`config.mk`:
```
export PLATFORM = sky130hd
export DESIGN_NAME = route_table
export DESIGN_NICKNAME = d
export VERILOG_FILES = /design/src/noc_pkg.sv /design/src/route_table.sv
export SDC_FILE = /design/constraint.sdc
export NUM_CORES = 1
export LEC_CHECK = 0
export ABC_CLOCK_PERIOD_IN_PS = 1860
export BUFFER_PORTS_ARGS = -buffer_cell sky130_fd_sc_hd__clkbuf_2
export CORE_UTILIZATION = 54
export DETAILED_ROUTE_END_ITERATION = 6
export PLACE_DENSITY = 0.74
export SLEW_MARGIN = 40
export SYNTH_ARGS = -nofsm -noshare
export SYNTH_HDL_FRONTEND = slang
export SYNTH_SLANG_ARGS = --single-unit
```
`constraint.sdc`:
```
create_clock -name clk -period 1.86 [get_ports clk]
set_input_delay 0.372 -clock clk [delete_from_list [all_inputs] [get_ports clk]]
set_output_delay 0.372 -clock clk [all_outputs]
set_load 0.02 [all_outputs]
```
`src/noc_pkg.sv`:
```
`default_nettype none

package noc_pkg;

    // Two VCs per port; queue indexing in the buffers depends on it
    localparam int NUM_VCS = 2;

    typedef logic [31:0] flit_t;
    typedef logic [4:0]  node_id_t;
    typedef logic [2:0]  port_id_t;
    typedef logic        vc_t;
    typedef logic [3:0]  credit_t;
    typedef logic [3:0]  fmt_t;

    // Flit fields
    localparam int FMT_MSB  = 31;
    localparam int FMT_LSB  = 28;
    localparam int DEST_MSB = 27;
    localparam int DEST_LSB = 23;

    // Format codes
    localparam fmt_t FMT_DATA       = 4'h1;
    localparam fmt_t FMT_SWITCH_CFG = 4'hC;

    // Config payload layout, table index and new port value
    localparam int CFG_NODE_LSB = 18;
    localparam int CFG_PORT_LSB = 0;

    typedef enum logic [1:0] {
        IDLE,
        ROUTE,
        SEND
    } ctrl_state_t;

endpackage

`default_nettype wire
```
`src/route_table.sv`:
```
`timescale 1ns/1ns
`default_nettype none

module route_table import noc_pkg::*; #(
    parameter int TOTAL_NODES = 32
) (
    input  logic     clk,
    input  logic     rst,
    input  node_id_t lookup_node,
    output port_id_t lookup_port,
    input  logic     cfg_write,
    input  node_id_t cfg_node,
    input  port_id_t cfg_port
);

    port_id_t table_q [TOTAL_NODES];
    logic     lookup_in_range;
    logic     cfg_in_range;

    assign lookup_in_range = (int'(lookup_node) < TOTAL_NODES);
    assign cfg_in_range    = (int'(cfg_node) < TOTAL_NODES);

    // Entries come up as port 0
    always_ff @(posedge clk) begin
        if (rst) begin
            for (int i = 0; i < TOTAL_NODES; i++) begin
                table_q[i] <= '0;
            end
        end else if (cfg_write && cfg_in_range) begin
            table_q[cfg_node] <= cfg_port;
        end
    end

    // Registered read, result valid the cycle after lookup_node
    always_ff @(posedge clk) begin
        if (rst) begin
            lookup_port <= '0;
        end else if (lookup_in_range) begin
            lookup_port <= table_q[lookup_node];
        end else begin
            // Unknown node falls back to port 0
            lookup_port <= '0;
        end
    end

endmodule

`default_nettype wire

```
* Yosys cells after proc, flatten, opt, wreduce, memory -nomap -nowiden
Memories as Yosys holds them, arrays and structs flattened. A register that Yosys moved wholly into a read port is not among the register bits.
Index checks and enable logic that the tools add are counted.
** Word-level totals
- Memories kept :: 1
- Output and inout bits :: 3
- Bits in registers :: 0
- RAM bits :: 96
- Word-level logic and storage cells :: 10
** Memory list
- table_q :: words 32, width 3, rd ports 1, clocked after memory_dff 1, wr ports 32, line route_table.sv:16 : port_id_t table_q [TOTAL_NODES];
** Operators by class
- Reduce and logical (&&, ||, !) cells :: 1
- Muxes and demuxes :: 8
** Operator list (count)
- 2-to-1 mux 1 bit :: 6
- 2-to-1 mux 5 bit :: 1
- 2-to-1 mux 3 bit :: 1
- OR reduction 3 bit :: 1

* Depth between registers and ports, before layout
- Word-level depth :: 5
- Mapped depth :: 6
- Depth with buffers taken out :: 4

* Worst setup path after synthesis
No wires, ideal clock.
- Path type :: input to register
- From :: in lookup_node[0]
- To :: reg lookup_port[2], read port of table_q
- Setup time :: 0.131 ns
- Setup slack :: 0.080 ns
- Cell stages on the path :: 5
- Arrival time :: 1.649 ns
- Path buffers :: 1
- Cells stage by stage :: buf_6 -> mux4_1 -> mux4_2 -> nor2b_1 -> nor4_1
** RTL lines
- start: declaration :: line route_table.sv:9 : input node_id_t lookup_node,
- end: declaration :: line route_table.sv:10 : output port_id_t lookup_port,

==> reports/qor.yml <==
run_status:
  status: "completed"
sta:
  drv_slew: 0
  fin_setup_tns_ns: 0
  worst_pin_slew_ns: 0.662
  final.min_clock_period_ns: 1.75
  maxSlewHeadroom: 0.559
  grt_setup_unrepaired: "false"
  maxClockFrequency_ghz: 0.571
  final_hold_viol_count: 0
  setup_viol: 0
  clock_skew_ns: 0.00749
  fin_crit_sh: 0.942
clock_network:
  root_buffer: "clkbuf_8"
  cts.clk_slew.worst_paths_ns: 0.09
  htree_num_levels: 3
  cts.sinks: 99
  postCtsSetupBuffers: 0
  cts_buffer_depth: 2
  cts_made_buffers: 9
  postCtsHoldBufs: 0
  cts_tree: "done"
  clk_latency_ns: 0.37
  cts.repair.resized: 0
final_layout:
  final_cells: 496
  num-fill-cells: 642
  mostFrequentLayoutCells: "and2_1 (96), edfxtp_1 (96), nor2_1 (35)"
  nets: 399
  drive_gt1_frac: 0.271
  area_delta_synth_final_pct: 12.5
  insertedDiodeCount: 0
place:
  post-dp-hpwl_mm: 6.96
  io_buffers: 18
  place_inst: 480
  place_congestion: 0.834
power:
  ir_worst_vdd_mv: 0.451
  p_leak_nw: 1.98
  power_per_cell_area_nw_per_um2: 847
setup_path:
  crit_path_end_kind: "flop"
  crit_path_max_fanout: 1
  worstSetupPathType: "flop to flop"
  arrival_ns: 1.99
  cp-start-kind: "flop"
  worstPathRequired_ns: 2.10
synth:
  synth_edf_count: 96
  yosysSeqAreaShare: 0.607
  yosysWarnings: 0
  netlist_area_um2: 4850
  ys.flop_type: "edfxtp_1"
  synth-seq-cells: 99
  syn_avg_cell_area_um2: 14.0
  syn_nets: 362
  ys_async_sr_fraction: 0
  synth_cells: 346
  yosysUniqueCellTypes: 29
global_route:
  grt_usage: 0.229
  grt_pass1_wl_mm: 15.6
  grt_max_degree: 33
  grt_overflow: 0
  antenna_found_initial: 0
  grt_pass1_vias: 2843
drt:
  viasPerCell: 5.74
  first_pass_iters: 5
  drc: 0
  ant_nets: 0
  drtIter0Drc: 200
  vias: 2848
  wl_per_cell_um: 20.0
  drt-total-wl_mm: 9.92
die:
  die_area_um2: 9360
  dieHeight_um: 96.7
  core_um2: 8720
  start_util: 0.556
  row_count: 34
  die_w_um: 96.7
  io_pins: 19
run:
  cap_violations: 0
worst_hold_path:
  hp-class: "primary input to flop"
## flip-flops by register name, indices dropped and copies added, names as in the netlist
name	count
lookup_port	3
table_q	96
## final cells by class
cell class	count	area, um2	share of cell area
repair buffers	49	348	0.0638
flip-flops and latches	99	2940	0.540
multi-input cells	224	1800	0.329
clock inverters	5	101	0.0186
clock buffers	11	131	0.0241
well taps	108	135	0.0248
## synthesized netlist by cell type, types with 3 or more instances
cell type | count | area [um2]
dfxtp_1 | 3 | 60.1
and2_1 | 96 | 601
nor2_1 | 35 | 131
nor2b_1 | 3 | 18.8
nand2_1 | 3 | 11.3
edfxtp_1 | 96 | 2880
mux4_2 | 19 | 428
or2_1 | 11 | 68.8
mux4_1 | 6 | 158
or2_2 | 21 | 131
clkbuf_1 | 17 | 63.8
nand3b_1 | 3 | 22.5
nor4_1 | 3 | 18.8
buf_2 | 3 | 15.0
mux2_2 | 3 | 33.8
mux2i_1 | 4 | 40.0
## routing by layer
layer,share of wire,vias up,GRT usage
met1,0.45,1409,0.323
met3,0.051,18,0.0397
met5,0,-,0
met2,0.48,104,0.347
met4,0.028,0,0.116
li1,-,1317,-
## stage by stage
step | hold slack (ns) | setup WS, ns | cell area [um2] | power (mW) | util
3_5_place_dp | 0.781 | -0.154 | 5220 | 3.06 | 0.599
2_1_floorplan | 0.570 | 0.0803 | 4850 | 2.90 | -
4_1_cts | 0.393 | 0.131 | 5450 | 4.64 | 0.625
6_report | 0.415 | 0.107 | 5450 | 4.62 | 0.625
3_3_place_gp | 0.781 | -0.132 | 5220 | 3.05 | 0.599
5_1_grt | 0.441 | 0.0552 | 5450 | 4.76 | 0.625
## final timing paths
path | slack, ns | end | cells past startpoint | startpoint
setup reg to reg | 0.11 | lookup_port[2]$_SDFF_PP0_ | 4 | table_q[24][2]$_SDFFCE_PN0P_
setup / recovery | 0.11 | lookup_port[2]$_SDFF_PP0_ | 4 | table_q[24][2]$_SDFFCE_PN0P_
hold reg to reg | 0.89 | lookup_port[1]$_SDFF_PP0_ | 3 | table_q[29][1]$_SDFFCE_PN0P_
hold / removal | 0.41 | lookup_port[0]$_SDFF_PP0_ | 2 | lookup_node[3]
## kinds of logic (layout without fill, tap and decap cells)
logic type / count (synthesis) / count (layout) / share of synthesized area
and+or+nand+nor: 185 / 185 / 0.223
DFF: 99 / 99 / 0.607
muxes: 32 / 32 / 0.136
buffers and inverters: 23 / 65 / 0.0225
AOI/OAI and AO/OA: 7 / 7 / 0.0116
## worst max-delay path, cell delays in order (launching register included)
cell,delay (ns)
edfxtp_1,0.43
mux4_1,0.53
mux4_2,0.48
nor2b_1,0.13
nor4_1,0.06
## where the power goes
group	internal, mW	total, mW	switching (mW)	leakage (nW)
logic	0.189	0.403	0.214	0.932
registers	2.56	2.61	0.0464	0.938
clock network	0.890	1.61	0.720	0.111
total	3.64	4.62	0.979	1.98
No activity file was read; power rests on OpenSTA's default activity.
