==> src/noc_pkg.sv <==
`default_nettype none

package noc_pkg;

    // Two VCs per port; queue indexing in the buffers depends on it
    localparam int NUM_VCS = 2;

    typedef logic [31:0] flit_t;
    typedef logic [4:0]  node_id_t;
    typedef logic [2:0]  port_id_t;
    typedef logic        vc_t;
    typedef logic [3:0]  credit_t;
    typedef logic [3:0]  fmt_t;

    // Flit fields
    localparam int FMT_MSB  = 31;
    localparam int FMT_LSB  = 28;
    localparam int DEST_MSB = 27;
    localparam int DEST_LSB = 23;

    // Format codes
    localparam fmt_t FMT_DATA       = 4'h1;
    localparam fmt_t FMT_SWITCH_CFG = 4'hC;

    // Config payload layout, table index and new port value
    localparam int CFG_NODE_LSB = 18;
    localparam int CFG_PORT_LSB = 0;

    typedef enum logic [1:0] {
        IDLE,
        ROUTE,
        SEND
    } ctrl_state_t;

endpackage

`default_nettype wire
==> src/credit_counters.sv <==
`timescale 1ns/1ns
`default_nettype none

module credit_counters import noc_pkg::*; #(
    parameter int NUM_PORTS    = 4,
    parameter int BUFFER_DEPTH = 4
) (
    input  logic                                clk,
    input  logic                                rst,
    input  logic                                send,
    input  port_id_t                            send_port,
    input  vc_t                                 send_vc,
    input  logic [NUM_PORTS-1:0][NUM_VCS-1:0]  credit_in,
    output logic [NUM_PORTS-1:0][NUM_VCS-1:0]  credit_ok
);

    for (genvar p = 0; p < NUM_PORTS; p++) begin : g_port
        for (genvar v = 0; v < NUM_VCS; v++) begin : g_vc
            credit_t count;
            logic    dec;
            logic    inc;

            assign dec = send && (send_port == port_id_t'(p)) && (send_vc == vc_t'(v));
            assign inc = credit_in[p][v];

            // Downstream queue starts empty, so full credit
            always_ff @(posedge clk) begin
                if (rst) begin
                    count <= credit_t'(BUFFER_DEPTH);
                end else begin
                    case ({inc, dec})
                        2'b10: begin
                            if (count != credit_t'(BUFFER_DEPTH)) begin
                                count <= count + 1'b1;
                            end
                        end
                        2'b01: begin
                            if (count != '0) begin
                                count <= count - 1'b1;
                            end
                        end
                        // Return and spend cancel out
                        default: count <= count;
                    endcase
                end
            end

            assign credit_ok[p][v] = (count != '0);
        end
    end

endmodule

`default_nettype wire

==> config.mk <==
export PLATFORM = sky130hd
export DESIGN_NAME = credit_counters
export DESIGN_NICKNAME = d
export VERILOG_FILES = /design/src/noc_pkg.sv /design/src/credit_counters.sv
export SDC_FILE = /design/constraint.sdc
export NUM_CORES = 1
export LEC_CHECK = 0
export BUFFER_PORTS_ARGS = -buffer_cell sky130_fd_sc_hd__buf_4
export CAP_MARGIN = 10
export CORE_ASPECT_RATIO = 1.75
export CORE_MARGIN = 1
export CORE_UTILIZATION = 54
export DETAILED_ROUTE_END_ITERATION = 6
export PLACE_DENSITY_LB_ADDON = 0.08
export SKIP_CTS_REPAIR_TIMING = 1
export SYNTH_ARGS = -nofsm -noshare
export SYNTH_HDL_FRONTEND = slang
export SYNTH_SLANG_ARGS = --single-unit
==> constraint.sdc <==
create_clock -name clk -period 2.6 [get_ports clk]
set_clock_uncertainty 0.15 [all_clocks]
set_input_delay 0.39 -clock clk [delete_from_list [all_inputs] [get_ports clk]]
set_output_delay 0.39 -clock clk [all_outputs]
set_load 0.01 [all_outputs]
Word level (Yosys, flattened, before mapping):

Cells that the tools add are included.

* output and inout bits: 8
* register bits: 32
* input port bits: 15
* word-level logic and storage cells: 129

* muxes and demuxes: 24
* reduce and logical (&&, ||, !) cells: 37
* bitwise gates (word level): 1
* add/subtract/negate cells: 16
* equal/unequal tests: 43

Operators with widths (count)
* 4-bit two-way mux: 16
* 4-bit case mux with 2 select lines: 8
* 4-bit by 1-bit adder with 4-bit output, second input constant: 8
* 2-bit inequality test, second input constant: 16
* 4-bit by 3-bit inequality test with 1-bit output, second input constant: 8
* 4-bit nonzero test: 8
* 4-bit by 1-bit subtractor with 4-bit output, second input constant: 8
* 3-bit AND reduction: 8
* 2-bit by 1-bit equality test with 1-bit output, second input constant: 8
* 2-bit equality test, second input constant: 8
* 2-bit nonzero test: 8
* 1-bit logical AND: 12
* 3-bit by 2-bit equality test with 1-bit output, second input constant: 2
* 3-bit by 1-bit equality test with 1-bit output, second input constant: 1
* 3-bit zero test: 1
* 1-bit inverter: 1

Logic depth before layout (Yosys ltp):

* depth in word-level cells: 6
* mapped depth: 10
* mapped depth without buffers: 8

Least setup slack after synthesis:

Ideal clock, no wire load.

* path kind: input-to-reg
* from: in send_port[2]
* to: reg g_port[1].g_vc[1].count[2]
* buffers on the path: 2
* path slack: -0.070 ns
* data required time: 2.378 ns
* arrival time: 2.449 ns
* cell stages on the path: 10
* path through: nand3b_1 -> clkbuf_1 -> clkbuf_1 -> nor3_1 -> xor2_1 -> ha_1 -> nor2_1 -> or4b_2 -> a22oi_1 -> mux2i_1

* longest elaborated chain between the ends: 6
* elaborated cells between the ends (all ways): 10
* those cells by class: eq/ne (5); mux (1); reduce/logical (4)

RTL lines
* start, declared: line credit_counters.sv:11 `input port_id_t send_port,`
* 3-bit by 1-bit equality test with 1-bit output *: line credit_counters.sv:23 `assign dec = send && (send_port == port_id_t'(p)) && (send_vc == vc_t'(v));`
* 1-bit logical AND * (2 in a row): line credit_counters.sv:23
* 2-bit equality test / 2-bit by 1-bit equality test with 1-bit output (equally long branches): line credit_counters.sv:31 `case ({inc, dec})`
* 2-bit inequality test (no source line) / 2-bit nonzero test (equally long branches)
* 3-bit AND reduction (no source line)
* end signal, assigned: line credit_counters.sv:29 `count <= credit_t'(BUFFER_DEPTH);`
* end signal, assigned: line credit_counters.sv:34 `count <= count + 1'b1;`
* end signal, assigned: line credit_counters.sv:39 `count <= count - 1'b1;`
* end, declared: line credit_counters.sv:19 `credit_t count;`

Mark *: on every way between the ends. The rest lies on a longest branch, timed or not.
A chain may end at the register's enable or synchronous reset.

Worst setup path in the final report:

* from: in send_port[2]
* to: reg g_port[2].g_vc[1].count[2]

* longest elaborated chain between the ends: 6
* elaborated cells between the ends (all ways): 10
* those cells by class: eq/ne (5); mux (1); reduce/logical (4)

RTL lines (line)
* 3-bit by 2-bit equality test with 1-bit output *: credit_counters.sv:23
* 1-bit logical AND * (2 in a row): credit_counters.sv:23
* 2-bit equality test / 2-bit by 1-bit equality test with 1-bit output (equally long branches): credit_counters.sv:31
* 2-bit inequality test (no source line) / 2-bit nonzero test (equally long branches)
* 3-bit AND reduction (no source line)
* end signal, assigned: credit_counters.sv:29
* end signal, assigned: credit_counters.sv:34
* end signal, assigned: credit_counters.sv:39
* end, declared: credit_counters.sv:19

Marks and branches as above.

==> flow_summary.yaml <==
layout:
  nets: 345
  final_cell_mix: "32 x dfxtp_1, 30 x nor3_1, 29 x buf_4, 24 x nor2_1"
  largest_reg_flops: 32
  reg_top3: "g_port.g_vc.count: 32 flops"
  stdcell_count: 374
  utilization_pct: 61.9
  fin_area_mm2: 0.00273
  top_register: "g_port.g_vc.count"
  areaGrowthSynthToFinish_pct: 10.9
  drive_gt1_share_pct: 17.6
  layout_commonest_cell: "dfxtp_1"
  antennaDiodeCount: 0
synthesis:
  ys_seq_elements: 32
  syn_nets: 333
  avgSynthCellArea_um2: 7.93
  ys.flop_type: "dfxtp_1"
  postSynth.asyncResetShare_pct: 0
  synth_edf_count: 0
  seq_area_frac_synth_pct: 26.1
  syn_inst: 310
  synthDistinctLibCells: 37
  yosys_warnings: 0
  syn_area_mm2: 0.00246
timing:
  fin_crit_sh_pct: 86.7
  hold_viol: 0
  setup_viol: 0
  rsz0062_at_grt: "no"
  max_slew_margin_pct: 63.2
  slew_violations: 0
  fmax_ghz: 0.443
  layout_min_cycle_time_ps: 2260
  worst_slew_pin_slew_ps: 547
  setup_tns_ps: 0
  fin_ws_ps: 345
floorplanning:
  die_x_um: 53.0
  core_mm2: 0.00440
  die_area_mm2: 0.00484
  num_rows: 32
  ios: 23
  initial_core_util_pct: 55.8
  die_h_um: 91.3
placed_design:
  dpl.hpwl_mm: 3.79
  port_buffers: 22
  placedCellCount: 366
  dpl-instance-area_mm2: 0.00264
  dp_slack_ps: 53.1
  gp_congestion: 0.855
critical_path:
  startpoint_type: "input port"
  end_kind: "flop"
  cp_max_fo: 4
  cp_data_arrival_time_ps: 2320
  cp.required_ps: 2670
  crit_type: "in -> reg"
power:
  ir_worst_vdd_v: 0.000402
  clock_power_share_pct: 39.2
  p_sw_uw: 270
  p_sw_share_pct: 26.2
  power_frac_comb_pct: 11.8
  p_leak_uw: 0.000988
  p_per_area_mw_per_mm2: 377
  internal_power_uw: 758
  p_seq_share_pct: 49.0
clock_tree:
  clk_pin_slew_worst_paths_ps: 70
  insertion_delay_ps: 280
  cts_buffers: 5
  cts_root_buf: "clkbuf_8"
  h-tree-depth: 2
  cts_tree: "done"
  ctsLongestPathBuffers: 2
  cts.sink_count: 32
routing:
  drcViolationCount: 0
  viasPerCell: 6.35
  num_vias: 2374
  drtIter0Drc: 49
  wl_mm: 5.36
  detail-route-antenna-nets: 0
  wire_per_inst_um: 14.3
  drt-pass1-iter-count: 4
global_routing:
  grt_overflow: 0
  track_usage_pct: 24.5
  grt_pass1_wl_mm: 9.11
  grt_max_degree: 41
  antenna_found_initial: 0
  grt_pass1_vias: 2180
job:
  max-cap-violations: 0
run_status:
  status: "finished, final reports clean"
min_path:
  hold_path.class: "in -> reg"
[stage by stage]
| step | hold WS (ps) | total power [uW] |
|---|---|---|
| 2_1_floorplan | 363 | 590 |
| 3_3_place_gp | 395 | 634 |
| 3_5_place_dp | 393 | 635 |
| 4_1_cts | 392 | 1040 |
| 5_1_grt | 412 | 1070 |
| 6_report | 387 | 1030 |
[worst paths after layout]
path	startpoint	end	slack (ps)	cells after the start
worst min-delay path	rst	g_port[1].g_vc[1].count[1]	390	2
worst min register to register	g_port[3].g_vc[1].count[3]	g_port[3].g_vc[1].count[3]	410	2
worst max-delay path	send_port[2]	g_port[2].g_vc[1].count[2]	340	9
worst max register to register	g_port[1].g_vc[1].count[1]	g_port[1].g_vc[1].count[2]	550	6
[critical path: stages]
cell,delay [ps]
buf_4,120
nand3b_1,210
nor3_1,250
xor2_1,100
ha_1,200
nor2_1,80
or4b_2,580
a22oi_1,200
mux2i_1,200
[final cells by class]
class / count / area (um2)
repair buffers: 29 / 218
multi-input cells: 245 / 1680
fillers: 443 / 1680
flip-flops and latches: 32 / 641
clock buffers: 8 / 90.1
well taps: 51 / 63.8
inverters: 9 / 33.8
[cells in the mapped netlist (8+ instances only)]
cell type	count	area, um2
a21boi_0	8	60.1
a21oi_1	16	80.1
clkbuf_1	19	71.3
dfxtp_1	32	641
ha_1	8	100
inv_1	9	33.8
mux2i_1	16	160
nand2_1	13	48.8
nand3_1	16	80.1
nor2_1	24	90.1
nor2b_1	8	50.1
nor3_1	30	150
nor4_1	16	100
o2111ai_1	8	70.1
o211a_1	8	80.1
o211ai_1	8	60.1
o21ai_0	8	40.0
o31ai_1	8	60.1
or4b_2	13	130
[power by group through the flow]
stage / Clock (uW) / Sequential [uW] / Combinational (uW)
2_1_floorplan: 0 / 512 / 78.0
3_3_place_gp: 0 / 515 / 119
3_5_place_dp: 0 / 515 / 120
4_1_cts: 413 / 503 / 120
5_1_grt: 430 / 504 / 133
6_report: 403 / 503 / 121
[kinds of logic (layout without fill, tap and decap cells)]
logic type	after synthesis	count (layout)	synth area share, %
buffers and inverters	33	46	5.55
XOR/XNOR	8	8	2.85
AND/OR/NAND/NOR	141	141	33.4
AO/OA/AOI/OAI	72	72	21.6
multiplexers	16	16	6.51
flip-flops	32	32	26.1
adder cells (fa/ha/maj)	8	8	4.07
[layer usage]
layer | wire (um) | global-route usage (%) | part of all wire [%]
met4 | 87 | 10.5 | 1.6
met1 | 2300 | 27.5 | 43
met2 | 2770 | 42.7 | 52
met3 | 200 | 4.36 | 3.7
met5 | 0 | 0 | 0
Power figures use the tool's default switching activity.
