## src/noc_pkg.sv

```systemverilog
`default_nettype none

package noc_pkg;

    // Two VCs per port; queue indexing in the buffers depends on it
    localparam int NUM_VCS = 2;

    typedef logic [31:0] flit_t;
    typedef logic [4:0]  node_id_t;
    typedef logic [2:0]  port_id_t;
    typedef logic        vc_t;
    typedef logic [3:0]  credit_t;
    typedef logic [3:0]  fmt_t;

    // Flit fields
    localparam int FMT_MSB  = 31;
    localparam int FMT_LSB  = 28;
    localparam int DEST_MSB = 27;
    localparam int DEST_LSB = 23;

    // Format codes
    localparam fmt_t FMT_DATA       = 4'h1;
    localparam fmt_t FMT_SWITCH_CFG = 4'hC;

    // Config payload layout, table index and new port value
    localparam int CFG_NODE_LSB = 18;
    localparam int CFG_PORT_LSB = 0;

    typedef enum logic [1:0] {
        IDLE,
        ROUTE,
        SEND
    } ctrl_state_t;

endpackage

`default_nettype wire
```

## src/input_buffers.sv

```systemverilog
`timescale 1ns/1ns
`default_nettype none

module input_buffers import noc_pkg::*; #(
    parameter int NUM_PORTS    = 4,
    parameter int BUFFER_DEPTH = 4
) (
    input  logic                                 clk,
    input  logic                                 rst,
    input  flit_t [NUM_PORTS-1:0]                in_flit,
    input  vc_t   [NUM_PORTS-1:0]                in_vc,
    input  logic  [NUM_PORTS-1:0]                in_valid,
    input  logic                                 pop,
    input  logic  [$clog2(NUM_VCS*NUM_PORTS)-1:0] pop_queue,
    output flit_t [NUM_VCS*NUM_PORTS-1:0]        head_flit,
    output logic  [NUM_VCS*NUM_PORTS-1:0]        head_valid,
    output logic  [NUM_PORTS-1:0][NUM_VCS-1:0]  buffer_available,
    output logic  [NUM_PORTS-1:0][NUM_VCS-1:0]  credit_out
);

    localparam int NQ = NUM_VCS * NUM_PORTS;
    localparam int QW = $clog2(NQ);
    localparam int PW = (BUFFER_DEPTH > 1) ? $clog2(BUFFER_DEPTH) : 1;

    // Queue q serves port q % NUM_PORTS on VC q / NUM_PORTS
    for (genvar q = 0; q < NQ; q++) begin : g_queue
        localparam int P = q % NUM_PORTS;
        localparam int V = q / NUM_PORTS;

        flit_t         mem [BUFFER_DEPTH];
        logic [PW-1:0] rd_ptr;
        logic [PW-1:0] wr_ptr;
        credit_t       count;
        logic          wr_en;
        logic          rd_en;
        logic          credit_q;

        // Writes to a full queue are dropped
        assign wr_en = in_valid[P] && (in_vc[P] == vc_t'(V)) &&
                       (count != credit_t'(BUFFER_DEPTH));
        assign rd_en = pop && (pop_queue == QW'(q)) && (count != '0);

        always_ff @(posedge clk) begin
            if (wr_en) begin
                mem[wr_ptr] <= in_flit[P];
            end
        end

        always_ff @(posedge clk) begin
            if (rst) begin
                rd_ptr   <= '0;
                wr_ptr   <= '0;
                count    <= '0;
                credit_q <= 1'b0;
            end else begin
                if (wr_en) begin
                    wr_ptr <= (wr_ptr == PW'(BUFFER_DEPTH - 1)) ? '0 : wr_ptr + 1'b1;
                end
                if (rd_en) begin
                    rd_ptr <= (rd_ptr == PW'(BUFFER_DEPTH - 1)) ? '0 : rd_ptr + 1'b1;
                end
                case ({wr_en, rd_en})
                    2'b10:   count <= count + 1'b1;
                    2'b01:   count <= count - 1'b1;
                    default: count <= count;
                endcase
                // One credit back upstream per popped flit
                credit_q <= rd_en;
            end
        end

        assign head_flit[q]           = mem[rd_ptr];
        assign head_valid[q]          = (count != '0);
        assign buffer_available[P][V] = (count != credit_t'(BUFFER_DEPTH));
        assign credit_out[P][V]       = credit_q;
    end

endmodule

`default_nettype wire

```

## config.mk

```make
export PLATFORM = sky130hd
export DESIGN_NAME = input_buffers
export DESIGN_NICKNAME = d
export VERILOG_FILES = /design/src/noc_pkg.sv /design/src/input_buffers.sv
export SDC_FILE = /design/constraint.sdc
export NUM_CORES = 1
export LEC_CHECK = 0
export BUFFER_PORTS_ARGS = -buffer_cell sky130_fd_sc_hd__buf_2
export CORE_MARGIN = 3
export CORE_UTILIZATION = 43
export DETAILED_ROUTE_END_ITERATION = 12
export GPL_ROUTABILITY_DRIVEN = 1
export PLACE_DENSITY = 0.7
export SKIP_LAST_GASP = 1
export SLEW_MARGIN = 20
export SYNTH_ARGS = -nofsm -noshare
export SYNTH_HDL_FRONTEND = slang
export SYNTH_SLANG_ARGS = --single-unit
```

## constraint.sdc

```tcl
create_clock -name clk -period 4.2 [get_ports clk]
set_input_delay 0.42 -clock clk [delete_from_list [all_inputs] [get_ports clk]]
set_output_delay 0.42 -clock clk [all_outputs]
set_load 0.005 [all_outputs]
```

Yosys cells after proc, flatten, opt, wreduce, memory -nomap -nowiden
Memory sizes are Yosys's and may differ from the RTL's. A register that Yosys moved wholly into a read port is not among the register bits.
Index checks and enable logic that the tools add are counted.

word-level totals
  flip-flop bits (word level) = 72
  RAM bits = 1024
  input bits = 142
  output and inout bits = 280
  word-level logic and storage cells = 228
  memories = 8

cells by class
  $add $sub $neg = 32
  eq/ne operators = 47
  mux-type cells = 56
  bitwise gates (word level) = 4
  reductions and logical operators = 49

memories
  memory          depth  width  rd ports  clocked after memory_dff  wr ports  RTL line             text
  g_queue[0].mem  4      32     1         1                         1         input_buffers.sv:30  flit_t mem [BUFFER_DEPTH];
  g_queue[1].mem  4      32     1         1                         1         input_buffers.sv:30
  g_queue[2].mem  4      32     1         1                         1         input_buffers.sv:30
  g_queue[3].mem  4      32     1         1                         1         input_buffers.sv:30
  g_queue[4].mem  4      32     1         1                         1         input_buffers.sv:30
  g_queue[5].mem  4      32     1         1                         1         input_buffers.sv:30
  +2 memories     -      -      -         -                         -         -

operator list
  kind                                                   count
  two-way mux 2 bit                                      32
  case mux 4 bit (2 select lines)                        8
  equality test 2 bit, second input constant             24
  adder 2 x 1 -> 2 bit, second input constant            16
  adder 4 x 1 -> 4 bit, second input constant            8
  logical AND 1 bit                                      32
  inequality test 4 x 3 -> 1 bit, second input constant  8
  nonzero test 4 bit                                     8
  subtractor 4 x 1 -> 4 bit, second input constant       8
  equality test 2 x 1 -> 1 bit, second input constant    8
  two-way mux 1 bit                                      16
  nonzero test 2 bit                                     8
  equality test 3 bit, second input constant             4
  equality test 3 x 2 -> 1 bit, second input constant    2
  NOT 1 bit                                              4
  equality test 3 x 1 -> 1 bit, second input constant    1
  zero test 3 bit                                        1

Depth between registers and ports, before layout
  depth after elaboration = 5
  gate-level depth with buffers = 13

Worst setup path after synthesis
No wires, ideal clock.

  path type = register to register
  from = register g_queue[7].count[1]
  to = register g_queue[7].count[2]
  setup time = 121 ps
  data arrival time = 2677 ps
  data required time = 4079 ps
  setup slack = 1402 ps
  cell stages (with the launch flop) = 10
  buffers on the path = 2
  path through = dfxtp_1 > buf_6 > or4b_1 > buf_2 > and2_1 > inv_1 > ha_1 > or4b_2 > o22ai_1 > mux2_2

RTL lines
  item                      RTL line             text
  start: declaration        input_buffers.sv:33  credit_t count;
  start signal: assignment  input_buffers.sv:63  2'b10: count <= count + 1'b1;
  start signal: assignment  input_buffers.sv:64  2'b01: count <= count - 1'b1;
  start signal: assignment  input_buffers.sv:65  default: count <= count;

Worst setup path after layout
  from = register g_queue[2].count[2]
  to = register g_queue[2].count[2]

on the way
  longest elaborated chain between the ends = 4

ends and longest elaborated chain
  item                                                                   RTL line                                  text
  start: declaration                                                     input_buffers.sv:33
  start signal: assignment                                               input_buffers.sv:63
  start signal: assignment                                               input_buffers.sv:64
  start signal: assignment                                               input_buffers.sv:65
  inequality test 4 x 3 -> 1 bit or nonzero test 4 bit (tied branches)   input_buffers.sv:40, input_buffers.sv:41
  logical AND 1 bit (on tied branches)                                   input_buffers.sv:39, input_buffers.sv:41
  equality test 2 x 1 -> 1 bit or equality test 2 bit (tied branches)    input_buffers.sv:62                       case ({wr_en, rd_en})
  case mux 4 bit (2 select lines) or nonzero test 2 bit (tied branches)  -

Parallel ways exist; a longest one is shown, timed or not.
A chain may end at the register's enable or synchronous reset.

==> results.sh <==
export IMPL_ys_flop_type="edfxtp_1"
export IMPL_dr_pass1_iters=5
export IMPL_clock_power_share=0.418
export IMPL_finalWeightedCongestion=0.7613
export IMPL_grt_pass1_vias=23030
export IMPL_port_buffers=421
export IMPL_core_sq_um=96850
export IMPL_cp_cell_sequence="nor4b_1 -> nor2_1 -> inv_1 -> ha_1 -> xor2_1 -> ha_1 -> nor2b_1 -> a21boi_0 -> a211oi_1 -> o22ai_1 -> mux2_2"
export IMPL_grt_overflow=0
export IMPL_grtUsageTotal=0.1854
export IMPL_final_setup_viol_count=0
export IMPL_die_height_microns=318.7
export IMPL_drv_slew=0
export IMPL_syn2layout_area_growth_pct=20.49
export IMPL_required_ns=4.77
export IMPL_synth_nets=2155
export IMPL_clk_pin_slew_worst_paths_ns=0.06
export IMPL_layout_commonest_cell="edfxtp_1"
export IMPL_cpMaxStageDelayCell="nor4b_1"
export IMPL_dpl_cell_area_sq_um=45770
export IMPL_maxSlewHeadroom=0.2948
export IMPL_final_area_sq_um=50650
export IMPL_max_freq_mhz=297.8
export IMPL_crit_path_frequent_cell="ha_1"
export IMPL_synth_cell_type_count=59
export IMPL_synth_top_family_by_area="multiplexers"
export IMPL_synthXorXnorAreaFrac=0.003125
export IMPL_finalSetupTns_ns=0
export IMPL_synthesis_area_sq_um=42040
export IMPL_startpoint="g_queue[2].count[2]"
export IMPL_initialDrtViolationCount=1438
export IMPL_cpPeakStageDelay_ns=0.68
export IMPL_ys_warn_count=0
export IMPL_muxShareOfSynthArea=0.1441
export IMPL_final_cell_mix="edfxtp_1, buf_2, mux4_2"
export IMPL_wl_per_cell_microns=23.76
export IMPL_yosys_area_share_adder=0.01667
export IMPL_finalCriticalPeriod_ns=3.358
export IMPL_synth_compound_gate_area_share=0.01271
export IMPL_nNetsFinal=2781
export IMPL_via_per_inst=5.325
export IMPL_drt_wl_total_microns=94040
export IMPL_cap_violations=0
export IMPL_cts_setup_buffers=0
export IMPL_pin_count=422
export IMPL_p_comb_frac=0.043
export IMPL_die_w_microns=318.7
export IMPL_clock_sinks=1112
export IMPL_antenna_found_initial=10
export IMPL_clockBufferDepth=3
export IMPL_grt_pass1_wl_microns=142400
export IMPL_arrival_ns=3.92
export IMPL_fin_crit_sh=0.7996
export IMPL_path_class="reg2reg"
export IMPL_cts_resized=0
export IMPL_initial_core_util=0.4340
export IMPL_r2r_start="g_queue[2].count[2]"
export IMPL_cts_tree="built"
export IMPL_leakagePower_nw=17.13
export IMPL_h_tree_depth=3
export IMPL_start_kind="flop"
export IMPL_worst_slew_pin_slew_ns=1.056
export IMPL_drt_antenna_violating_nets=0
export IMPL_powerDensity_nw_per_um2=454.5
export IMPL_seq_power_share=0.539
export IMPL_ys_seq_area_frac=0.7734
export IMPL_p_sw_mw=4.781
export IMPL_rsz0062_at_grt="no"
export IMPL_fp_row_count=114
export IMPL_ys_seq_elements=1112
export IMPL_swShare=0.2077
export IMPL_finalClockSkew_ns=0.03224
export IMPL_syn_instance_count=1957
export IMPL_drive_gt1_frac=0.3468
export IMPL_dpl_hpwl_microns=56660
export IMPL_final_hold_violation_count=0
export IMPL_remaining_drc_errors=0
export IMPL_yosys_area_share_simple=0.03637
export IMPL_hp_start="pop_queue[0]"
export IMPL_path_max_fanout=7
export IMPL_cts_root_buf="clkbuf_16"
export IMPL_synth_avg_cell_area_sq_um=21.48
export IMPL_async_reset_ff_frac=0
export IMPL_ir_drop_mv=0.4274
export IMPL_cp_end_kind="flop"
export IMPL_hp_class="in2reg"
export IMPL_vias=21070
export IMPL_cts_made_buffers=112
export IMPL_outcome="finished clean"
export IMPL_synth_edf_count=1024
export IMPL_grt_max_degree=72
export IMPL_dieArea_sq_um=101500
export IMPL_intPower_mw=18.24
export IMPL_clk_latency_ns=0.71
-- timing repair --
item,CTS,global route
endpoints found under the setup margin,0,0
hold buffers,128,0
hold endpoints to repair,1020,0
-- sequential cells by signal (all words and copies together) (netlist names), named ones only --
signal	cells
g_queue.mem	1024
g_queue.rd_ptr	16
g_queue.count	32
g_queue.credit_q	8
g_queue.wr_ptr	16
-- worst paths after layout --
kind	to	slack, ns	depth (start not counted)
min	g_queue[3].credit_q	0.16	3
max	g_queue[2].count[2]	0.84	11
min reg2reg	g_queue[5].rd_ptr[1]	0.49	2
max reg2reg	g_queue[2].count[2]	0.84	11
-- logic make-up (layout without fill, tap and decap cells) --
kind of cell	after synthesis	count (layout)
flops	1112	1112
mux	284	284
simple gates	275	275
buf+inv	128	847
compound gates	87	87
fa+ha+maj	56	56
xor+xnor	15	15
other cells	0	5
-- per-stage QoR --
| stage | hold WS (ns) | utilization | setup slack, ns | cells | power [mW] |
|---|---|---|---|---|---|
| global route | 0.1486 | 0.5229 | 0.6291 | 3954 | 23.82 |
| detailed placement | 0.4795 | 0.4725 | 1.034 | 3617 | 13.54 |
| CTS | 0.09628 | 0.5228 | 0.9636 | 3952 | 23.28 |
| floorplan | 0.4622 | - | 1.402 | 1957 | 13.02 |
| global placement | 0.4706 | 0.4725 | 1.216 | 3617 | 13.48 |
| finish | 0.1626 | 0.5230 | 0.8418 | 3957 | 23.02 |
-- metal layers --
layer	up-vias	wire, microns	track usage
met5	-	59	0
met4	8	2176	0.05808
met3	142	5679	0.04233
met2	600	48880	0.3237
met1	11080	37240	0.2301
li1	9238	-	-
-- critical path, delay by kind of cell, from the launching register on --
| family | cells | cell delay, ns |
|---|---|---|
| buffers and inverters | 1 | 0.17 |
| XOR/XNOR | 1 | 0.12 |
| AO/OA/AOI/OAI | 3 | 0.52 |
| adder cells (fa/ha/maj) | 2 | 0.53 |
| flip-flops | 1 | 0.42 |
| multiplexers | 1 | 0.36 |
| AND/OR/NAND/NOR | 3 | 1.12 |
-- area by class of cell --
cell class	instances	area, sq um
clock inverters	63	595.6
flip-flops and latches	1112	32520
clock buffers	144	2995
repair buffers	600	3824
well taps	1276	1597
multi-input cells	717	8952
inverters	40	150.1
diodes	5	12.51
fillers	7493	46200
-- power groups by stage --
stage | clock network, mW | logic [mW] | registers, mW
finish | 9.62 | 0.996 | 12.4
global route | 10.3 | 1.08 | 12.4
CTS | 9.87 | 1.01 | 12.4
detailed placement | 0 | 0.908 | 12.6
global placement | 0 | 0.866 | 12.6
floorplan | 0 | 0.426 | 12.6
-- synthesized netlist by cell type, drive strengths merged, types with 12 or more instances --
library cell,count,share of area
nor3,21,0.0025
nor2,69,0.0062
edfxtp,1024,0.73
and3,12,0.0019
mux2i,19,0.0045
buf,59,0.0074
a21oi,43,0.0052
mux4,256,0.14
o21ai,15,0.0018
nor3b,16,0.0029
ha,56,0.017
inv,40,0.0036
clkbuf,29,0.0026
nand2,43,0.0038
nor2b,34,0.0051
and2,27,0.0041
dfxtp,88,0.042
Power figures use the tool's default switching activity.
