### config.mk
export PLATFORM = sky130hd
export DESIGN_NAME = crossbar
export DESIGN_NICKNAME = d
export VERILOG_FILES = /design/src/noc_pkg.sv /design/src/crossbar.sv
export SDC_FILE = /design/constraint.sdc
export NUM_CORES = 1
export LEC_CHECK = 0
export ABC_AREA = 1
export BUFFER_PORTS_ARGS = -buffer_cell sky130_fd_sc_hd__buf_2
export CAP_MARGIN = 20
export CORE_MARGIN = 10
export CORE_UTILIZATION = 30
export CTS_CLUSTER_SIZE = 28
export DETAILED_ROUTE_END_ITERATION = 12
export PLACE_DENSITY = 0.56
export SYNTH_ARGS = -nofsm -noshare
export SYNTH_HDL_FRONTEND = slang
export SYNTH_SLANG_ARGS = --single-unit
export TNS_END_PERCENT = 10
### constraint.sdc
create_clock -name clk -period 2.3 [get_ports clk]
set_input_delay 0 -clock clk [delete_from_list [all_inputs] [get_ports clk]]
set_output_delay 0 -clock clk [all_outputs]
set_load 0.005 [all_outputs]
### src/noc_pkg.sv
`default_nettype none

package noc_pkg;

    // Two VCs per port; queue indexing in the buffers depends on it
    localparam int NUM_VCS = 2;

    typedef logic [31:0] flit_t;
    typedef logic [4:0]  node_id_t;
    typedef logic [2:0]  port_id_t;
    typedef logic        vc_t;
    typedef logic [3:0]  credit_t;
    typedef logic [3:0]  fmt_t;

    // Flit fields
    localparam int FMT_MSB  = 31;
    localparam int FMT_LSB  = 28;
    localparam int DEST_MSB = 27;
    localparam int DEST_LSB = 23;

    // Format codes
    localparam fmt_t FMT_DATA       = 4'h1;
    localparam fmt_t FMT_SWITCH_CFG = 4'hC;

    // Config payload layout, table index and new port value
    localparam int CFG_NODE_LSB = 18;
    localparam int CFG_PORT_LSB = 0;

    typedef enum logic [1:0] {
        IDLE,
        ROUTE,
        SEND
    } ctrl_state_t;

endpackage

`default_nettype wire
### src/crossbar.sv
`timescale 1ns/1ns
`default_nettype none

module crossbar import noc_pkg::*; #(
    parameter int NUM_PORTS = 4
) (
    input  logic                  clk,
    input  logic                  rst,
    input  logic                  xbar_enable,
    input  port_id_t              xbar_port,
    input  vc_t                   xbar_vc,
    input  flit_t                 xbar_flit,
    output flit_t [NUM_PORTS-1:0] out_flit,
    output vc_t   [NUM_PORTS-1:0] out_vc,
    output logic  [NUM_PORTS-1:0] out_valid
);

    logic [NUM_PORTS-1:0] sel;

    // One-hot port select
    always_comb begin
        for (int p = 0; p < NUM_PORTS; p++) begin
            sel[p] = xbar_enable && (xbar_port == port_id_t'(p));
        end
    end

    // Data holds until the port is chosen again
    always_ff @(posedge clk) begin
        for (int p = 0; p < NUM_PORTS; p++) begin
            if (sel[p]) begin
                out_flit[p] <= xbar_flit;
                out_vc[p]   <= xbar_vc;
            end
        end
    end

    // Valid is a single-cycle strobe
    always_ff @(posedge clk) begin
        if (rst) begin
            out_valid <= '0;
        end else begin
            out_valid <= sel;
        end
    end

endmodule

`default_nettype wire

# ---- Yosys cells after proc, flatten, opt, wreduce, memory -nomap -nowiden
# Index checks and enable logic that the tools add are counted.
dict set report classes {
  eq_ne 3
  n_reduce_logical 5
}
# op n
set op_table {}
lappend op_table {{3-bit by 2-bit == test with 1-bit output (second input constant)} 2}
lappend op_table {{1-bit logical AND} 4}
lappend op_table {{3-bit by 1-bit == test with 1-bit output (second input constant)} 1}
lappend op_table {{3-bit logical NOT} 1}
dict set report word_totals {
  regBits 136
  input_bits 39
  output_inout_bits 136
  wordCells 17
}

# ---- Depth between registers and ports, before layout
# Gate-level depths: netlist of the first run.
dict set report logic_depth {
  depth_word 2
  depth_mapped 4
  ltp_nobuf 4
}

# ---- Least setup slack after synthesis of the first run
# No wires, ideal clock.
dict set report synth_path {
  path_kind {input-to-reg}
  startpoint {in xbar_port[2]}
  endpoint {reg out_flit[64] (netlist bit), enable pin}
  setup_ns 0.423
  arrival_time_ns 1.518
  required_ns 1.877
  setup_slack_ns 0.359
  path_stages 3
  path_buffers 0
  path_cell_list {inv_1 nand2_1 nor2_1}
}
dict set report synth_between {
  elab_chain_cells 2
}
# item line_no
set synth_rtl {}
lappend synth_rtl {{start, declared} crossbar.sv:10} ;# input port_id_t xbar_port,
lappend synth_rtl {{3-bit by 2-bit == test with 1-bit output} crossbar.sv:23} ;# sel[p] = xbar_enable && (xbar_port == port_id_t'(p));
lappend synth_rtl {{1-bit logical AND} crossbar.sv:23}
lappend synth_rtl {{net sel[2]} crossbar.sv:18} ;# logic [NUM_PORTS-1:0] sel;
lappend synth_rtl {{end signal, assigned by index} crossbar.sv:31} ;# out_flit[p] <= xbar_flit;
lappend synth_rtl {{end, declared} crossbar.sv:13} ;# output flit_t [NUM_PORTS-1:0] out_flit,
# The timed path passes the listed nets, and every way through them passes these cells.
# A chain may end at the register's enable or synchronous reset.

# ---- Worst setup path in the final report of the first run
dict set report layout_path {
  startpoint {in xbar_port[1]}
  endpoint {reg out_flit[50] (netlist bit), enable pin}
}
dict set report layout_between {
  elab_chain_cells 2
}
# item line_no
set layout_rtl {}
lappend layout_rtl {{3-bit by 1-bit == test with 1-bit output} crossbar.sv:23}
lappend layout_rtl {{1-bit logical AND} crossbar.sv:23}
lappend layout_rtl {{net sel[1]} crossbar.sv:18}
# The timed path passes the listed nets, and every way through them passes these cells.

==> flow_summary_export.csv, run 1 <==
group,metric,value,unit
run_status,run_status,"finished, final reports clean",
floorplanning,initial_core_util,30.9,%
critical_path,timing.critical_path.from_type,"input pin",
yosys,portion_of_synthesized_cell_area_occupied_by_the_leading_cell_type,96.2,%
critical_path,setup.worst_path.start,"xbar_port[1]",
sta,slew_viol_final,0,
grt,number_of_antenna_violations_at_the_first_check_in_global_routing,0,
pwr,p_leak,0.00248,uW
clock_tree,cts_setup_buffers,0,
sta,max_slew_margin,60.6,%
sta,timing_hold_violations_final,0,
grt,grt_pass1_wl,15.0,mm
critical_path,critical_path.most_common_cell,"dlygate4sd3_1",
layout,drive_above_1_share,51.0,%
floorplanning,die_area,18800,sq um
yosys,yosysMostFrequentCell,"edfxtp_1",
yosys,number_of_different_library_cells_in_the_post_synthesis_netlist,8,
clock_tree,clock_tree.htree_level_count,4,
run,cap_violations,0,
floorplanning,floorplan.core_area,13300,sq um
place,numPortBuffers,174,
drt,drt-initial-drc-count,78,
sta,rsz_0062_raised_after_global_routing,"false",
critical_path,crit_family,"buffers and inverters",
yosys,syn_area,4120,sq um
pwr,pwr_density_cell,913,nW/um^2
clock_tree,number_of_buffers_on_the_longest_clock_path,2,
clock_tree,total_number_of_clock_tree_sinks,136,
floorplanning,dieHeight,137,microns
sta,hold-worst-slack,0.0475,ns
sta,max_freq,579,MHz
drt,drt_first_pass_iters,4,
yosys,postSynth.asyncResetShare,0,%
sta,tightestPinTransition,0.589,ns
critical_path,critPathBufInv,5,
hold_path,worstHoldStart,"xbar_enable",
sta,timing.final.setup_violations,0,
drt,wl_per_cell,17.4,microns
critical_path,critical_path.max_fanout,20,
grt,grt_use_total,10.8,%
layout,final_net_count,435,
yosys,ys_ff_latch,136,
floorplanning,std_cell_rows,42,
drt,via_per_inst,4.10,
layout,antennaDiodeCount,0,
yosys,post_synth.cell_area_avg,26.6,sq um
layout,syn_to_layout_area_delta,53.2,%
clock_tree,clock_tree_from_tritoncts,"built",
critical_path,cp_max_stage_delay,0.56,ns
critical_path,cp-end-kind,"flop",
grt,first_global_vias,2622,
critical_path,cp_slowest_cell,"dlygate4sd3_1",
yosys,synthesis.yosys.warnings,0,
drt,via_count,2396,
yosys,synth_area_leaders,"edfxtp_1 (96%), dfxtp_1 (1.9%), nor2_1 (0.55%), nand2_1 (0.46%), inv_1 (0.36%)",
layout,fin_util,47.3,%
grt,gr-total-overflow,0,
sta,period_needed,1.73,ns
yosys,synth_sequential_area_ratio,98.1,%
critical_path,crit_arrival,1.80,ns
place,post-dp-hpwl,7.23,mm
yosys,number_of_enable_type_register_cells_in_the_synthesized_netlist,132,
drt,drcViolationCount,0,
floorplanning,die_x,137,microns
drt,ant_nets,0,
critical_path,cp_cell_sequence,"dlygate4sd3_1 -> buf_2 -> nor2_1 -> dlygate4sd3_1 -> nand2_1 -> inv_1 -> buf_4",
drt,wirelength,10.2,mm
clock_tree,clk_pin_slew_worst_paths,0.05,ns
yosys,synth-main-ff-cell,"edfxtp_1",
critical_path,criticalPathCategory,"in -> reg",
yosys,synthesis.instances,155,
sta,final.period_utilization,75.1,%
yosys,netlist_top_cells_count,"edfxtp_1 (132), nor2_1 (6), nand2_1 (5)",
place,gp_routability_congestion,0.718,
clock_tree,clock_tree.root_cell,"clkbuf_16",
hold_path,min_path_type,"in -> reg",
sta,totalNegativeSetupSlack,0,ns
pwr,irDropWorstVdd,674,uV
floorplanning,io_pins,175,
critical_path,timing.critical_path.required,2.37,ns
yosys,synthesis.nets,194,
grt,maximum_number_of_pins_on_one_net_before_global_route_repair,34,
yosys,synth_top_area_cell,"edfxtp_1",
clock_tree,cts_made_buffers,17,
[registers in the layout, indices dropped and copies added (netlist names)]
register and count:
out_vc 4, out_valid 4, out_flit 128
[kinds of logic (layout without fill, tap and decap cells)]
kind of cell	Yosys count	in the layout	share of synthesized area (%)
buf+inv	5	258	0.455
flops	136	136	98.1
simple gates	14	14	1.40
[path summary, 6_finish.rpt]
path | to | slack, ns | cells after the start
setup / recovery | out_flit[50] | 0.57 | 7
hold / removal | out_valid[2] | 0.05 | 3
[routing by layer]
layer  global-route usage, %  up-vias  routed length, microns
met3                    6.23       10                    1270
li1                        -     1090                       -
met2                    17.8      115                    5140
met4                    4.68        0                     111
met1                    10.8     1181                    3650
met5                       0        -                       0
[per-stage QoR]
| stage | power, uW | worst slack (ns) | instance area, sq um | std cells |
|---|---|---|---|---|
| finish | 5760 | 0.572 | 6310 | 584 |
| global route | 5980 | 0.469 | 6310 | 584 |
| CTS | 5830 | 0.591 | 6310 | 584 |
| detailed placement | 3060 | 0.898 | 5300 | 511 |
| global placement | 3060 | 0.986 | 5300 | 511 |
| floorplan | 2910 | 0.359 | 4120 | 155 |
[cell usage in the layout (no fill, tap or decap), drive strengths merged]
master | netlist | layout
clkinv | 0 | 5
buf | 0 | 180
dfxtp | 4 | 4
nand2 | 5 | 5
bufinv | 0 | 4
edfxtp | 132 | 132
nor2 | 7 | 7
nor3 | 2 | 2
dlygate4sd3 | 0 | 42
clkbuf | 0 | 22
inv | 5 | 5
[power breakdown]
part,switching (uW),leakage [uW],internal [uW],total (uW)
registers,18.8,0.00123,2800,2820
logic,116,0.000964,121,237
clock network,904,0.000287,1800,2700
[area by class of cell]
cell class	instances	area, sq um
well taps	176	220
clock buffers	22	444
clock inverters	9	150
inverters	5	18.8
fillers	1157	7040
flip-flops and latches	136	4040
multi-input cells	14	72.6
repair buffers	222	1360
[timing repair]
action	4_1_cts	5_1_grt
endpoints found under the hold margin	136	0
hold buffers	42	0
resized for setup	0	0
(Power assumes the default switching activity.)
==> inputs of run 2 (changes only) <==
--- a/config.mk
+++ b/config.mk
@@ -12,7 +12,7 @@
 export CORE_UTILIZATION = 30
 export CTS_CLUSTER_SIZE = 28
 export DETAILED_ROUTE_END_ITERATION = 12
-export PLACE_DENSITY = 0.56
+export PLACE_DENSITY = 0.58
 export SYNTH_ARGS = -nofsm -noshare
 export SYNTH_HDL_FRONTEND = slang
 export SYNTH_SLANG_ARGS = --single-unit
==> constraint.sdc (replaced) <==
create_clock -name clk -period 1.5 [get_ports clk]
set_input_delay 0 -clock clk [delete_from_list [all_inputs] [get_ports clk]]
set_output_delay 0 -clock clk [all_outputs]
set_load 0.005 [all_outputs]
==> run 2 against run 1 <==
Effect of this change:
- sequential power is 54% higher
- worst setup slack worse by 0.26 ns
- utilization is 0.67 points lower
- power is 45% higher
- via count is 0.29% lower
- flip-flop and latch count stayed put
- clock-buffer cell count is 1 lower
- critical path depth stayed put
- die area stayed put
- clock power is 35% higher
==> flow_summary_export.csv, run 2 (synthesis results as in run 1) <==
group,metric,value,unit
hold_path,min_path_type,"in -> reg",
clock_tree,clock_tree.root_cell,"clkbuf_16",
sta,period_needed,1.19,ns
clock_tree,clock_tree_from_tritoncts,"built",
clock_tree,cts_made_buffers,17,
pwr,power_frac_clock,43.8,%
critical_path,crit_arrival,1.26,ns
pwr,p_leak,0.00246,uW
grt,grt_pass1_wl,15.2,mm
drt,wl_per_cell,17.4,microns
layout,syn_to_layout_area_delta,51.0,%
sta,timing_hold_violations_final,0,
floorplanning,die_x,137,microns
drt,ant_nets,0,
layout,instances_no_fill,585,
layout,reg_top3,"out_flit x128, out_valid x4, out_vc x4",
layout,final_net_count,435,
floorplanning,std_cell_rows,42,
pwr,internal_power,6670,uW
layout,drive_above_1_share,52.8,%
place,gp_routability_congestion,0.703,
drt,via_per_inst,4.08,
clock_tree,cts_repair_resize_count,0,
clock_tree,cts_setup_buffers,0,
floorplanning,floorplan.core_area,13300,sq um
drt,wirelength,10.2,mm
sta,slew_viol_final,0,
pwr,switching_share,19.9,%
place,post-place-ws,0.408,ns
critical_path,timing.critical_path.from_type,"input pin",
pwr,irDropWorstVdd,747,uV
floorplanning,die_area,18800,sq um
critical_path,critical_path.max_fanout,19,
drt,drt_first_pass_iters,4,
layout,commonest_cells_after_routing_fill_and_taps_aside,"buf_2 (174), edfxtp_1 (132), dlygate4sd3_1 (40), clkbuf_16 (17), buf_4 (8)",
floorplanning,initial_core_util,30.9,%
critical_path,criticalPathCategory,"in -> reg",
pwr,p_sw,1660,uW
grt,grt_use_total,10.9,%
sta,rsz_0062_raised_after_global_routing,"false",
run,cap_violations,0,
layout,layout.filler_cells,1146,
sta,max_freq,843,MHz
run_status,run_status,"finished, final reports clean",
grt,maximum_number_of_pins_on_one_net_before_global_route_repair,20,
pwr,pwr_density_cell,1340,nW/um^2
critical_path,timing.critical_path.required,1.58,ns
layout,mostFrequentLayoutCell,"buf_2",
place,numPortBuffers,174,
layout,largest_register,"out_flit",
clock_tree,clock_tree.htree_level_count,4,
floorplanning,dieHeight,137,microns
sta,timing.final.setup_violations,0,
drt,drt-initial-drc-count,122,
layout,largest_register_ff_count,128,
critical_path,cp-end-kind,"flop",
clock_tree,clk_pin_slew_worst_paths,0.05,ns
grt,gr-total-overflow,0,
place,post-dp-hpwl,7.41,mm
sta,setup_slack_after_layout,0.314,ns
sta,tightestPinTransition,0.293,ns
floorplanning,io_pins,175,
layout,antennaDiodeCount,0,
clock_tree,number_of_buffers_on_the_longest_clock_path,2,
grt,first_global_vias,2664,
pwr,pwr-share-seq,52.0,%
grt,number_of_antenna_violations_at_the_first_check_in_global_routing,0,
clock_tree,total_number_of_clock_tree_sinks,136,
sta,final.period_utilization,79.1,%
pwr,power.share.combinational,4.3,%
place,number_of_instances_in_the_placed_design,513,
sta,max_slew_margin,80.4,%
drt,via_count,2389,
drt,drcViolationCount,0,
==> run 2: final cells by class <==
cell class | count | area [sq um] | share of cell area, %
flip-flops and latches | 136 | 4040 | 65.0
repair buffers | 222 | 1330 | 21.4
clock buffers | 21 | 460 | 7.40
well taps | 176 | 220 | 3.54
clock inverters | 11 | 75.1 | 1.21
multi-input cells | 14 | 72.6 | 1.17
inverters | 5 | 18.8 | 0.302
==> run 2: path summary, 6_finish.rpt <==
kind / from / endpoint / slack [ns] / cells after the start
setup / recovery: xbar_enable / out_flit[14] / 0.31 / 7
hold / removal: xbar_port[1] / out_valid[3] / 0.03 / 3
==> run 2: power by group through the flow <==
stage	logic [uW]	registers, uW	clock network [uW]
finish	357	4330	3640
global route	394	4340	3950
CTS	365	4330	3770
detailed placement	287	4400	0
global placement	280	4410	0
floorplan	34.1	4420	0
==> run 2: routing by layer <==
| metal | share of wire, % | wire, microns | track usage [%] | vias to the layer above |
|---|---|---|---|---|
| li1 | - | - | - | 1095 |
| met1 | 36 | 3640 | 11.0 | 1162 |
| met2 | 49 | 5020 | 17.7 | 119 |
| met3 | 14 | 1400 | 6.59 | 13 |
| met4 | 1.4 | 146 | 4.74 | 0 |
| met5 | 0 | 0 | 0 | - |
==> run 2: worst max-delay path, stage by stage <==
cell,delay [ns]
dlygate4sd3_1,0.52
buf_2,0.10
inv_1,0.03
nor2_1,0.13
nand2_1,0.10
inv_1,0.08
buf_4,0.29
==> run 2: per-stage QoR <==
| step | power [uW] | hold slack [ns] | utilization (%) | TNS, ns | area (sq um) |
|---|---|---|---|---|---|
| 2_1_floorplan | 4450 | 0.0724 | - | -28.99 | 4120 |
| 3_3_place_gp | 4690 | 0.211 | 39.6 | 0 | 5290 |
| 3_5_place_dp | 4690 | 0.210 | 39.6 | 0 | 5290 |
| 4_1_cts | 8460 | 0.00592 | 46.6 | 0 | 6220 |
| 5_1_grt | 8680 | 0.0387 | 46.6 | 0 | 6220 |
| 6_report | 8330 | 0.0285 | 46.6 | 0 | 6220 |
==> run 2: what timing repair did <==
item | CTS | global route
endpoints found under the hold margin | 136 | 0
hold buffers | 40 | 0
setup endpoints to repair | 0 | 0
==> inputs of run 3 (changes only) <==
==> constraint.sdc (replaced) <==
create_clock -name clk -period 1 [get_ports clk]
set_input_delay 0 -clock clk [delete_from_list [all_inputs] [get_ports clk]]
set_output_delay 0 -clock clk [all_outputs]
set_load 0.005 [all_outputs]
==> run 3 against run 2 <==
Effect of this change:
- clock power increased by 52%
- non-clock buffer count unchanged
- sequential share of layout area decreased by 1.5 points
- clock-buffer cell count decreased by 3
- sequential power increased by 50%
- flip-flop and latch count unchanged
- hold slack improved by 0.17 ns
- die area unchanged
- wire length increased by 2.4%
- global-route usage increased by 0.13 points
- worst setup slack got worse by 0.28 ns
- largest cell class unchanged
- largest power group unchanged
==> flow_summary_export.csv, run 3 (synthesis results as in run 1) <==
group,metric,value,unit
run_status,run_status,"finished, final reports clean",
clock_tree,number_of_buffers_on_the_longest_clock_path,2,
sta,rsz_0062_raised_after_global_routing,"false",
hold_path,min_delay_worst_endpoint,"out_flit[124]",
layout,instances_no_fill,585,
layout,largest_register,"out_flit",
floorplanning,dieHeight,137,microns
layout,final_net_count,435,
critical_path,cp_max_stage_delay,0.41,ns
layout,mostFrequentLayoutCell,"buf_2",
clock_tree,clk_pin_slew_worst_paths,0.06,ns
sta,final.period_utilization,96.8,%
sta,totalNegativeSetupSlack,0,ns
drt,drcViolationCount,0,
layout,commonest_cells_after_routing_fill_and_taps_aside,"buf_2 (174), edfxtp_1 (132), dlygate4sd3_1 (39), clkbuf_16 (17), buf_12 (8)",
place,number_of_instances_in_the_placed_design,514,
floorplanning,initial_core_util,30.9,%
layout,reg_top3,"out_flit x128, out_valid x4, out_vc x4",
clock_tree,total_number_of_clock_tree_sinks,136,
clock_tree,clock_tree_from_tritoncts,"built",
clock_tree,clock_tree.root_cell,"clkbuf_16",
grt,grt_pass1_wl,15.1,mm
layout,syn_to_layout_area_delta,54.7,%
sta,max_freq,1030,MHz
layout,drive_above_1_share,54.8,%
drt,drt_first_pass_iters,4,
sta,period_needed,0.968,ns
run,cap_violations,0,
floorplanning,io_pins,175,
layout,antennaDiodeCount,0,
sta,slew_viol_final,0,
drt,via_count,2423,
place,placed_area,5440,sq um
place,numPortBuffers,174,
critical_path,setup.worst_path.start,"out_flit[67]",
clock_tree,cts_made_buffers,17,
clock_tree,clock_tree.htree_level_count,4,
drt,drt-initial-drc-count,185,
critical_path,cp-end-kind,"output pin",
floorplanning,die_x,137,microns
sta,tightestPinTransition,0.190,ns
critical_path,critical_path.max_fanout,1,
hold_path,hold_path_depth,4,
layout,layout.filler_cells,1175,
pwr,p_leak,0.00246,uW
critical_path,critPathBufInv,1,
critical_path,criticalPathCategory,"reg -> out",
sta,max_slew_margin,87.3,%
place,gp_routability_congestion,0.739,
pwr,irDropWorstVdd,938,uV
drt,via_per_inst,4.14,
grt,first_global_vias,2618,
sta,timing_hold_violations_final,0,
drt,wl_per_cell,17.9,microns
grt,number_of_antenna_violations_at_the_first_check_in_global_routing,0,
critical_path,cp_slowest_cell,"edfxtp_1",
hold_path,min_path_type,"in -> reg",
critical_path,crit_arrival,0.97,ns
grt,gr-total-overflow,0,
drt,ant_nets,0,
clock_tree,cts_setup_buffers,0,
floorplanning,die_area,18800,sq um
place,post-dp-hpwl,7.56,mm
critical_path,cp_cell_sequence,"buf_2",
drt,wirelength,10.4,mm
sta,timing.final.setup_violations,0,
floorplanning,floorplan.core_area,13300,sq um
critical_path,timing.critical_path.required,1.00,ns
critical_path,crit_family,"flip-flops",
hold_path,worstHoldStart,"xbar_port[0]",
grt,grt_use_total,11.0,%
floorplanning,std_cell_rows,42,
grt,maximum_number_of_pins_on_one_net_before_global_route_repair,21,
layout,largest_register_ff_count,128,
pwr,pwr_density_cell,1980,nW/um^2
critical_path,timing.critical_path.from_type,"flop",
layout,finish.instance_area,6370,sq um
-- run 3: changes by cell type in the layout (fill, tap and decap cells not counted), moves of 2 or more --
| cell | change |
|---|---|
| buf_12 | +8 |
| buf_4 | -7 |
| clkinvlp_4 | +4 |
| inv_1 | -4 |
| nand2_1 | -4 |
| clkinv_1 | +3 |
| clkbuf_8 | -2 |
| nand2_2 | +2 |
| nand2_4 | +2 |
-- run 3: power by group --
group          switching [uW]  total (uW)  leakage, uW  internal [uW]
Clock                    2180        5550     0.000254           3370
Combinational             283         583     0.000972            300
Sequential               48.5        6490      0.00123           6440
Total                    2510       12600      0.00246          10100
-- run 3: final cells by class --
class | instances | area (sq um) | area share (%)
flip-flops and latches | 136 | 4040 | 63.5
repair buffers | 222 | 1430 | 22.4
clock buffers | 18 | 429 | 6.73
well taps | 176 | 220 | 3.46
clock inverters | 14 | 109 | 1.71
multi-input cells | 14 | 95.1 | 1.49
inverters | 5 | 46.3 | 0.726
-- run 3: per-stage QoR --
stage | setup WS [ns] | power (uW) | utilization, % | hold WS, ns
floorplan | -0.0237 | 6700 | - | 0.0724
global placement | -0.00325 | 7080 | 40.8 | 0.216
detailed placement | -0.0217 | 7090 | 40.8 | 0.216
CTS | 0.00965 | 12800 | 47.7 | 0.172
global route | 0.000112 | 13100 | 47.7 | 0.196
finish | 0.0325 | 12600 | 47.7 | 0.194
-- run 3: worst max path at each step --
stage / cells after the start / to / slack [ns]
finish: 1 / out_flit[67] / 0.03
detailed placement: 5 / out_flit[15] / -0.02
global route: 4 / out_valid[0] / 0.0001
global placement: 6 / out_flit[15] / -0.003
floorplan: 4 / out_flit[0] / -0.02
CTS: 1 / out_flit[2] / 0.01
-- run 3: layer usage --
metal	part of all wire, %	wire length, microns	track usage [%]
met2	51	5320	18.2
met1	36	3800	11.3
met3	11	1150	5.75
met5	0	0	0
met4	1.7	175	5.04
-- run 3: repair_timing --
action | in CTS | in global routing
resized for setup | 0 | 0
endpoints found under the hold margin | 136 | 0
hold buffers | 39 | 0
setup endpoints to repair | 0 | 0
